[src/hdl/route_pkg.sv]
package route_pkg;

    // router ports, the value doubles as bit position in a port mask
    typedef enum logic [2:0] {
        LOCAL = 3'd0,
        EAST  = 3'd1,
        NORTH = 3'd2,
        WEST  = 3'd3,
        SOUTH = 3'd4
    } port_e;

    // routing algorithm opcode; 3 is left unnamed and routes as xy
    typedef enum logic [1:0] {
        ALG_XY         = 2'd0,
        ALG_WEST_FIRST = 2'd1,   // partially adaptive
        ALG_ODD_EVEN   = 2'd2    // partially adaptive
    } route_alg_e;

    // wishbone word addresses, 3 reads as zero
    typedef enum logic [1:0] {
        REG_LOC    = 2'd0,
        REG_REQ    = 2'd1,
        REG_RESULT = 2'd2
    } reg_addr_e;

    localparam int NUM_PORTS = 5;   // always 5 in a 2D mesh
    localparam int CODE_W    = 4;   // {x_plus, y_min, ew, ns}
    localparam int WB_DW     = 32;
    localparam int ALG_W     = 2;
    localparam int COUNT_W   = 8;   // completed route counter

    // LOC and REQ field positions
    localparam int X_POS   = 0;
    localparam int Y_POS   = 8;
    localparam int ALG_POS = 16;

    // RESULT field positions
    localparam int MASK_POS  = 0;
    localparam int CODE_POS  = 8;
    localparam int COUNT_POS = 24;

endpackage

[src/hdl/mesh_route_unit.sv]
`timescale 1ns/1ps

module mesh_route_unit import route_pkg::*; #(
    parameter  int NX    = 4,
    parameter  int NY    = 4,
    parameter  int IN_NI = 0,
    localparam int XW    = (NX > 1) ? $clog2(NX) : 1,
    localparam int YW    = (NY > 1) ? $clog2(NY) : 1
) (
    input  logic             clk,
    input  logic             arst_n,
    input  logic             cyc,
    input  logic             stb,
    input  logic             we,
    input  logic [1:0]       adr,
    input  logic [WB_DW-1:0] dat_w,
    output logic [WB_DW-1:0] dat_r,
    output logic             ack
);

    // bus side to candidate stage
    logic [XW-1:0] cur_x;
    logic [YW-1:0] cur_y;
    logic [XW-1:0] dst_x;
    logic [YW-1:0] dst_y;
    route_alg_e    alg;
    logic          launch;

    // candidate stage to encoder
    logic                 cand_valid;
    logic [NUM_PORTS-1:0] cand_mask;
    logic                 x_plus;
    logic                 y_min;

    // stored result back to the bus
    logic [NUM_PORTS-1:0] res_mask;
    logic [CODE_W-1:0]    res_code;
    logic [COUNT_W-1:0]   res_count;

    route_wb_regs #(
        .NX (NX),
        .NY (NY)
    ) route_wb_regs_i (
        .clk       (clk),
        .arst_n    (arst_n),
        .cyc       (cyc),
        .stb       (stb),
        .we        (we),
        .adr       (adr),
        .dat_w     (dat_w),
        .dat_r     (dat_r),
        .ack       (ack),
        .cur_x     (cur_x),
        .cur_y     (cur_y),
        .dst_x     (dst_x),
        .dst_y     (dst_y),
        .alg       (alg),
        .launch    (launch),
        .res_mask  (res_mask),
        .res_code  (res_code),
        .res_count (res_count)
    );

    route_candidates #(
        .NX    (NX),
        .NY    (NY),
        .IN_NI (IN_NI)
    ) route_candidates_i (
        .clk        (clk),
        .arst_n     (arst_n),
        .launch     (launch),
        .cur_x      (cur_x),
        .cur_y      (cur_y),
        .dst_x      (dst_x),
        .dst_y      (dst_y),
        .alg        (alg),
        .cand_valid (cand_valid),
        .cand_mask  (cand_mask),
        .x_plus     (x_plus),
        .y_min      (y_min)
    );

    route_port_encode route_port_encode_i (
        .clk        (clk),
        .arst_n     (arst_n),
        .cand_valid (cand_valid),
        .cand_mask  (cand_mask),
        .x_plus     (x_plus),
        .y_min      (y_min),
        .res_mask   (res_mask),
        .res_code   (res_code),
        .res_count  (res_count)
    );

endmodule

[src/hdl/route_candidates.sv]
`timescale 1ns/1ps

module route_candidates import route_pkg::*; #(
    parameter  int NX    = 4,
    parameter  int NY    = 4,
    parameter  int IN_NI = 0,   // 1: routing sits in the NI, 0: inside the router
    localparam int XW    = (NX > 1) ? $clog2(NX) : 1,
    localparam int YW    = (NY > 1) ? $clog2(NY) : 1
) (
    input  logic                 clk,
    input  logic                 arst_n,
    input  logic                 launch,
    input  logic [XW-1:0]        cur_x,
    input  logic [YW-1:0]        cur_y,
    input  logic [XW-1:0]        dst_x,
    input  logic [YW-1:0]        dst_y,
    input  route_alg_e           alg,
    output logic                 cand_valid,
    output logic [NUM_PORTS-1:0] cand_mask,
    output logic                 x_plus,
    output logic                 y_min
);

    // coordinate compare, y grows southward
    logic same_x, same_y;
    logic x_pl, x_mn;
    logic y_mn;
    port_e y_dir;         // the y port when y differs
    logic [XW:0] x_dist;  // dst - cur, only meaningful eastbound

    logic [NUM_PORTS-1:0] xy_mask;
    logic [NUM_PORTS-1:0] wf_mask;
    logic [NUM_PORTS-1:0] oe_mask;
    logic [NUM_PORTS-1:0] mask_next;

    assign same_x = (dst_x == cur_x);
    assign same_y = (dst_y == cur_y);
    assign x_pl   = (dst_x > cur_x);
    assign x_mn   = (dst_x < cur_x);
    assign y_mn   = (dst_y < cur_y);
    assign y_dir  = y_mn ? NORTH : SOUTH;
    assign x_dist = {1'b0, dst_x} - {1'b0, cur_x};

    // dimension order, x first
    always_comb begin
        xy_mask = '0;
        if (x_pl)
            xy_mask[EAST] = 1'b1;
        else if (x_mn)
            xy_mask[WEST] = 1'b1;
        else if (!same_y)
            xy_mask[y_dir] = 1'b1;
        else
            xy_mask[LOCAL] = 1'b1;   // arrived
    end

    // west first: any west hop is taken before turning
    always_comb begin
        wf_mask = '0;
        if (same_x && same_y) begin
            wf_mask[LOCAL] = 1'b1;
        end else if (x_mn) begin
            wf_mask[WEST] = 1'b1;   // no north/south while west is pending
        end else if (x_pl) begin
            wf_mask[EAST] = 1'b1;
            if (!same_y)
                wf_mask[y_dir] = 1'b1;
        end else begin
            wf_mask[y_dir] = 1'b1;   // same column
        end
    end

    // odd-even turn model
    always_comb begin
        oe_mask = '0;
        if (same_x && same_y) begin
            oe_mask[LOCAL] = 1'b1;
        end else if (same_x) begin
            oe_mask[y_dir] = 1'b1;
        end else if (same_y) begin
            oe_mask[x_pl ? EAST : WEST] = 1'b1;
        end else if (x_pl) begin
            // eastbound, y turn only from odd column unless in NI
            if (cur_x[0] || (IN_NI == 1))
                oe_mask[y_dir] = 1'b1;
            // keep east open if dest column odd or 2+ columns away
            if (dst_x[0] || (x_dist != (XW+1)'(1)))
                oe_mask[EAST] = 1'b1;
        end else begin
            oe_mask[WEST] = 1'b1;   // westbound
            if (!cur_x[0])
                oe_mask[y_dir] = 1'b1;   // even column
        end
    end

    always_comb begin
        case (alg)
            ALG_WEST_FIRST: mask_next = wf_mask;
            ALG_ODD_EVEN:   mask_next = oe_mask;
            default:        mask_next = xy_mask;   // xy and opcode 3
        endcase
    end

    always_ff @(posedge clk or negedge arst_n) begin
        if (!arst_n)
            cand_valid <= 1'b0;
        else
            cand_valid <= launch;
    end

    // payload, sampled only behind cand_valid
    always_ff @(posedge clk) begin
        if (launch) begin
            cand_mask <= mask_next;
            x_plus    <= x_pl;
            y_min     <= y_mn;
        end
    end

endmodule

[src/hdl/route_port_encode.sv]
`timescale 1ns/1ps

module route_port_encode import route_pkg::*; (
    input  logic                 clk,
    input  logic                 arst_n,
    input  logic                 cand_valid,
    input  logic [NUM_PORTS-1:0] cand_mask,
    input  logic                 x_plus,
    input  logic                 y_min,
    output logic [NUM_PORTS-1:0] res_mask,
    output logic [CODE_W-1:0]    res_code,
    output logic [COUNT_W-1:0]   res_count
);

    logic ew_ok;   // east or west allowed
    logic ns_ok;   // north or south allowed
    logic [CODE_W-1:0] code_next;

    assign ew_ok = cand_mask[EAST] | cand_mask[WEST];
    assign ns_ok = cand_mask[NORTH] | cand_mask[SOUTH];

    // packed port code, msb first
    assign code_next = {x_plus, y_min, ew_ok, ns_ok};

    // result register, holds until the next route completes
    always_ff @(posedge clk or negedge arst_n) begin
        if (!arst_n) begin
            res_mask  <= '0;
            res_code  <= '0;
            res_count <= '0;
        end else if (cand_valid) begin
            res_mask  <= cand_mask;
            res_code  <= code_next;
            res_count <= res_count + 1'b1;   // wraps at 255
        end
    end

endmodule

[src/hdl/route_wb_regs.sv]
`timescale 1ns/1ps

module route_wb_regs import route_pkg::*; #(
    parameter  int NX = 4,
    parameter  int NY = 4,
    localparam int XW = (NX > 1) ? $clog2(NX) : 1,
    localparam int YW = (NY > 1) ? $clog2(NY) : 1
) (
    input  logic               clk,
    input  logic               arst_n,
    // wishbone classic slave side
    input  logic               cyc,
    input  logic               stb,
    input  logic               we,
    input  logic [1:0]         adr,
    input  logic [WB_DW-1:0]   dat_w,
    output logic [WB_DW-1:0]   dat_r,
    output logic               ack,
    // request towards the candidate stage
    output logic [XW-1:0]      cur_x,
    output logic [YW-1:0]      cur_y,
    output logic [XW-1:0]      dst_x,
    output logic [YW-1:0]      dst_y,
    output route_alg_e         alg,
    output logic               launch,
    // stored result for readback
    input  logic [NUM_PORTS-1:0] res_mask,
    input  logic [CODE_W-1:0]    res_code,
    input  logic [COUNT_W-1:0]   res_count
);

    reg_addr_e addr;
    logic      acc_new;   // first cycle of an access
    logic      wr_en;

    assign addr    = reg_addr_e'(adr);
    assign acc_new = cyc & stb & ~ack;   // ack still low, so this is a fresh cycle
    assign wr_en   = acc_new & we;

    // single cycle ack, launch lines up with the REQ write ack
    always_ff @(posedge clk or negedge arst_n) begin
        if (!arst_n) begin
            ack    <= 1'b0;
            launch <= 1'b0;
        end else begin
            ack    <= acc_new;   // drops again on the next edge
            launch <= wr_en && (addr == REG_REQ);
        end
    end

    // location and request registers
    always_ff @(posedge clk or negedge arst_n) begin
        if (!arst_n) begin
            cur_x <= '0;
            cur_y <= '0;
            dst_x <= '0;
            dst_y <= '0;
            alg   <= ALG_XY;
        end else if (wr_en) begin
            case (addr)
                REG_LOC: begin
                    cur_x <= dat_w[X_POS +: XW];   // own router position
                    cur_y <= dat_w[Y_POS +: YW];
                end
                REG_REQ: begin
                    dst_x <= dat_w[X_POS +: XW];
                    dst_y <= dat_w[Y_POS +: YW];
                    alg   <= route_alg_e'(dat_w[ALG_POS +: ALG_W]);   // 3 kept as written
                end
                default: ;   // RESULT is read only, 3 ignored
            endcase
        end
    end

    // readback mux, held while ack is high
    always_comb begin
        dat_r = '0;
        case (addr)
            REG_LOC: begin
                dat_r[X_POS +: XW] = cur_x;
                dat_r[Y_POS +: YW] = cur_y;
            end
            REG_REQ: begin
                dat_r[X_POS +: XW]     = dst_x;
                dat_r[Y_POS +: YW]     = dst_y;
                dat_r[ALG_POS +: ALG_W] = alg;
            end
            REG_RESULT: begin
                dat_r[MASK_POS +: NUM_PORTS] = res_mask;
                dat_r[CODE_POS +: CODE_W]    = res_code;
                dat_r[COUNT_POS +: COUNT_W]  = res_count;
            end
            default: dat_r = '0;   // unmapped word
        endcase
    end

endmodule

[config.mk]
export PLATFORM = sky130hd
export DESIGN_NAME = mesh_route_unit
export DESIGN_NICKNAME = d
export VERILOG_FILES = /design/src/hdl/route_pkg.sv /design/src/hdl/mesh_route_unit.sv /design/src/hdl/route_candidates.sv /design/src/hdl/route_port_encode.sv /design/src/hdl/route_wb_regs.sv
export SDC_FILE = /design/constraint.sdc
export NUM_CORES = 1
export LEC_CHECK = 0
export ABC_AREA = 1
export BUFFER_PORTS_ARGS = -buffer_cell sky130_fd_sc_hd__buf_4
export CAP_MARGIN = 20
export CORE_MARGIN = 5
export CORE_UTILIZATION = 36
export CTS_CLUSTER_DIAMETER = 120
export DETAILED_ROUTE_END_ITERATION = 8
export PLACE_DENSITY = 0.63
export SLEW_MARGIN = 20
export SYNTH_ARGS = -nofsm -noshare
export SYNTH_HDL_FRONTEND = slang
export SYNTH_SLANG_ARGS = --single-unit
[constraint.sdc]
create_clock -name clk -period 2 [get_ports clk]
set_clock_uncertainty 0.2 [all_clocks]
set_input_delay 0.2 -clock clk [delete_from_list [all_inputs] [get_ports clk]]
set_output_delay 0.2 -clock clk [all_outputs]
set_load 0.05 [all_outputs]
==> summary.md <==
| Metric | Value |
|---|---|
| Final setup vio count | `0` |
| Synth cell types | `25` |
| CP Launch Type | `register` |
| Drt first-iter violations | `35` |
| Vias per cell | `4.372` |
| Routing usage on met3 | `4.854%` |
| Reg2Reg Depth | `10` |
| DRC viols | `0` |
| Die X | `85.06 um` |
| CP arrival | `1.71 ns` |
| PwrDens | `923.8 nW/um^2` |
| Area Overhead vs Synth | `20.48%` |
| R2R Setup Slk | `0.15 ns` |
| Placer Congestion | `0.7803` |
| Cell family with most CP delay | `adder cells` |
| NumNets Final | `337` |
| Clk Latency, worst-skew pair | `0.29 ns` |
| Most common cell in the netlist | `nand2_1` |
| CP Buf/Inv Count | `4` |
| Synthesized area | `2028 sq um` |
| Worst hold margin | `0.04405 ns` |
| Grt ovf | `0` |
| VDD IR max | `0.4457 mV` |
| Worst-path maximum fanout | `3` |
| Initial Util | `36.83%` |
| Critical Path Start | `route_wb_regs_i.dst_x[0]` |
| Multiplexer share of the synthesized area | `0%` |
| First-pass DRT Iterations | `4` |
| Root Buffer | `clkbuf_8` |
| Cell Rows | `27` |
| Clk sink count | `37` |
| Min Clock Period, post-route | `1.853 ns` |
| Vias | `1587` |
| P_leak | `0.001270 uW` |
| Adder-Cell Fraction of Synth Area | `5.305%` |
| YS warnings | `0` |
| Post-synth EDFFs | `7` |
| H-tree depth | `2` |
| Final Core Density | `44.38%` |
| Final hold vios | `0` |
| Post-synthesis compound-gate area fraction | `3.578%` |
| Largest family of logic cells by synthesized area | `simple AND/OR/NAND/NOR gates` |
| HPWL after DPL | `3026 um` |
| Met2 GRT Util | `19.49%` |
| Synth Area in Simple Gates | `27.82%` |
| Clock Pin Slew Worst Setup and Hold Paths | `0.07 ns` |
| Die Span Y | `85.06 um` |
| Wire per inst | `11.34 um` |
| Share of cells above drive strength 1 | `18.56%` |
| PortBufs | `32` |
| Final setup TNS | `0 ns` |
| R2R Path Start | `route_wb_regs_i.dst_x[0]` |
| Max incr delay on CP | `0.41 ns` |
| IO Pins | `72` |
| Max Fclk | `0.5396 GHz` |
| Synthesized flop and latch total | `37` |
| Tot Pwr | `2257 uW` |
| Share of the synthesized area in the top cell type | `37.01%` |
| N_diodes | `0` |
| MaxCap Viol Count | `0` |
| Gr usage total | `12.02%` |
| Sequential fraction of the synthesis area | `47.38%` |
| Post-Syn Instances | `248` |
| First-pass GRT wire length | `6969 um` |
| Avg Inst Size Synth | `8.178 sq um` |
| Top_reg_cell synth | `dfrtp_1` |
| Initial antenna violation count | `0` |
| Setup bufs post-CTS | `0` |
| Crit share post-route | `92.66%` |
| Antenna-violating nets left | `0` |
| Met1 usage | `14.60%` |
| Reg2reg end | `route_candidates_i.cand_mask[2]` |
| Max Buffers Root-to-Sink | `2` |
| Die area | `7235 sq um` |
| CTS tree | `done` |
| Top cells by area, synth | `dfrtp_1 (37%), nand2_1 (14%), edfxtp_1 (10%), inv_1 (7.0%), buf_4 (5.6%)` |
| Vias in the first global route | `1575` |
| Status | `finished clean` |
| CORE AREA | `5507 sq um` |
| CP Capture Point | `route_candidates_i.cand_mask[2]` |
| Levels on crit path | `10` |
| Synth top cells by count | `nand2_1 (75), inv_1 (38), dfrtp_1 (30), nor2_1 (23), buf_4 (15)` |
| Drt total wl | `4117 um` |
| Kind of critical path | `reg -> reg` |
| CP max-delay cell | `dfrtp_1` |
| Post-synth top area cell | `dfrtp_1` |
| Post-synthesis xor/xnor area fraction | `1.727%` |
| Final Max Tran Viols | `0` |
| GRT busiest layer | `met2` |
| Largest net degree at the start of global routing | `31` |
| Kind of end point of the critical path | `register` |
| Synth async-reset ratio | `81.08%` |
| Total CTS buffers | `5` |
| RSZ-0062 raised after global routing | `no` |
| CP required | `1.86 ns` |
| HP Class | `in -> reg` |
| Cell Chain, Critical Path | `inv_1, ha_1, inv_1, fa_2, inv_2, nand2_1, nand2_1, nor2_1, nand2_1, inv_1` |
state kept, by name, indices dropped and copies added, names as in the netlist:
| signal | flops |
|---|---|
| route_wb_regs_i.dst_x | 2 |
| route_wb_regs_i.cur_x | 2 |
| route_wb_regs_i.launch | 1 |
| route_candidates_i.x_plus | 1 |
| route_wb_regs_i.dst_y | 2 |
| route_candidates_i.y_min | 1 |
| route_wb_regs_i.alg | 2 |
| route_port_encode_i.res_count | 8 |
| route_port_encode_i.res_mask | 5 |
| route_wb_regs_i.ack | 1 |
| route_candidates_i.cand_mask | 5 |
| route_wb_regs_i.cur_y | 2 |
| route_candidates_i.cand_valid | 1 |
| route_port_encode_i.res_code | 4 |
power breakdown:
| group | switching [uW] | internal [uW] |
|---|---|---|
| combinational | 515 | 255 |
| clock | 272 | 241 |
| sequential | 78.6 | 896 |
worst min-delay path by stage:
stage | from | to | cells after the start
floorplan | arst_n | route_candidates_i.cand_valid | 0
global placement | arst_n | route_port_encode_i.res_count[4] | 1
detailed placement | arst_n | route_port_encode_i.res_count[4] | 1
CTS | we | route_wb_regs_i.cur_y[0] | 3
global route | we | route_wb_regs_i.cur_y[1] | 3
finish | we | route_wb_regs_i.cur_y[0] | 3
worst register-to-register path: stages (launching register included):
cell     delay (ns)
dfrtp_1        0.41
inv_1          0.08
ha_1           0.13
inv_1          0.05
fa_2           0.36
inv_2          0.08
nand2_1        0.07
nand2_1        0.10
nor2_1         0.05
nand2_1        0.06
inv_1          0.03
timing repair:
action / 4_1_cts / 5_1_grt
hold buffers: 7 / 0
endpoints found under the hold margin: 40 / 0
endpoints found under the setup margin: 0 / 2
gates resized for setup: 0 / 3
through the flow:
stage	instances	setup WS, ns	area, sq um
finish	363	0.1469	2444
global route	363	0.01438	2444
CTS	363	0.07145	2441
detailed placement	348	0.08632	2285
global placement	348	0.1072	2285
floorplan	260	0.2125	2073
cell usage in the layout, fill, tap and decap left out, types with 3 or more instances in the layout:
master         synthesis  final
nand2_1               75     75
inv_1                 38     37
buf_4                 15     34
dfrtp_1               30     30
nor2_1                23     23
conb_1                 1     13
nand4_1               12     12
o21ai_0                9      8
nand3_1                7      7
ha_1                   7      7
dlygate4sd3_1          0      7
edfxtp_1               7      7
clkbuf_8               0      5
xor2_1                 4      4
o211ai_1               3      3
inv_2                  2      3
routing by layer:
layer | wire [um] | vias up
met5 | 0 | -
met4 | 38 | 0
met3 | 302 | 5
met2 | 1861 | 45
met1 | 1914 | 714
li1 | - | 823
layout make-up:
class / count / area [sq um]
Tap cell: 72 / 90.09
Clock inverter: 3 / 17.52
Inverter: 40 / 150.1
Timing Repair Buffer: 41 / 325.3
Clock buffer: 5 / 68.82
Fill cell: 558 / 3063
Multi-Input combinational cell: 165 / 830.8
Sequential cell: 37 / 960.9
kinds of logic (layout without fill, tap and decap cells):
group,after synthesis,count (layout)
compound gates,13,13
xor+xnor,4,4
fa+ha+maj,8,8
buf+inv,58,89
flops,37,37
other cells,1,13
simple gates,127,127
Power figures use the tool's default switching activity.
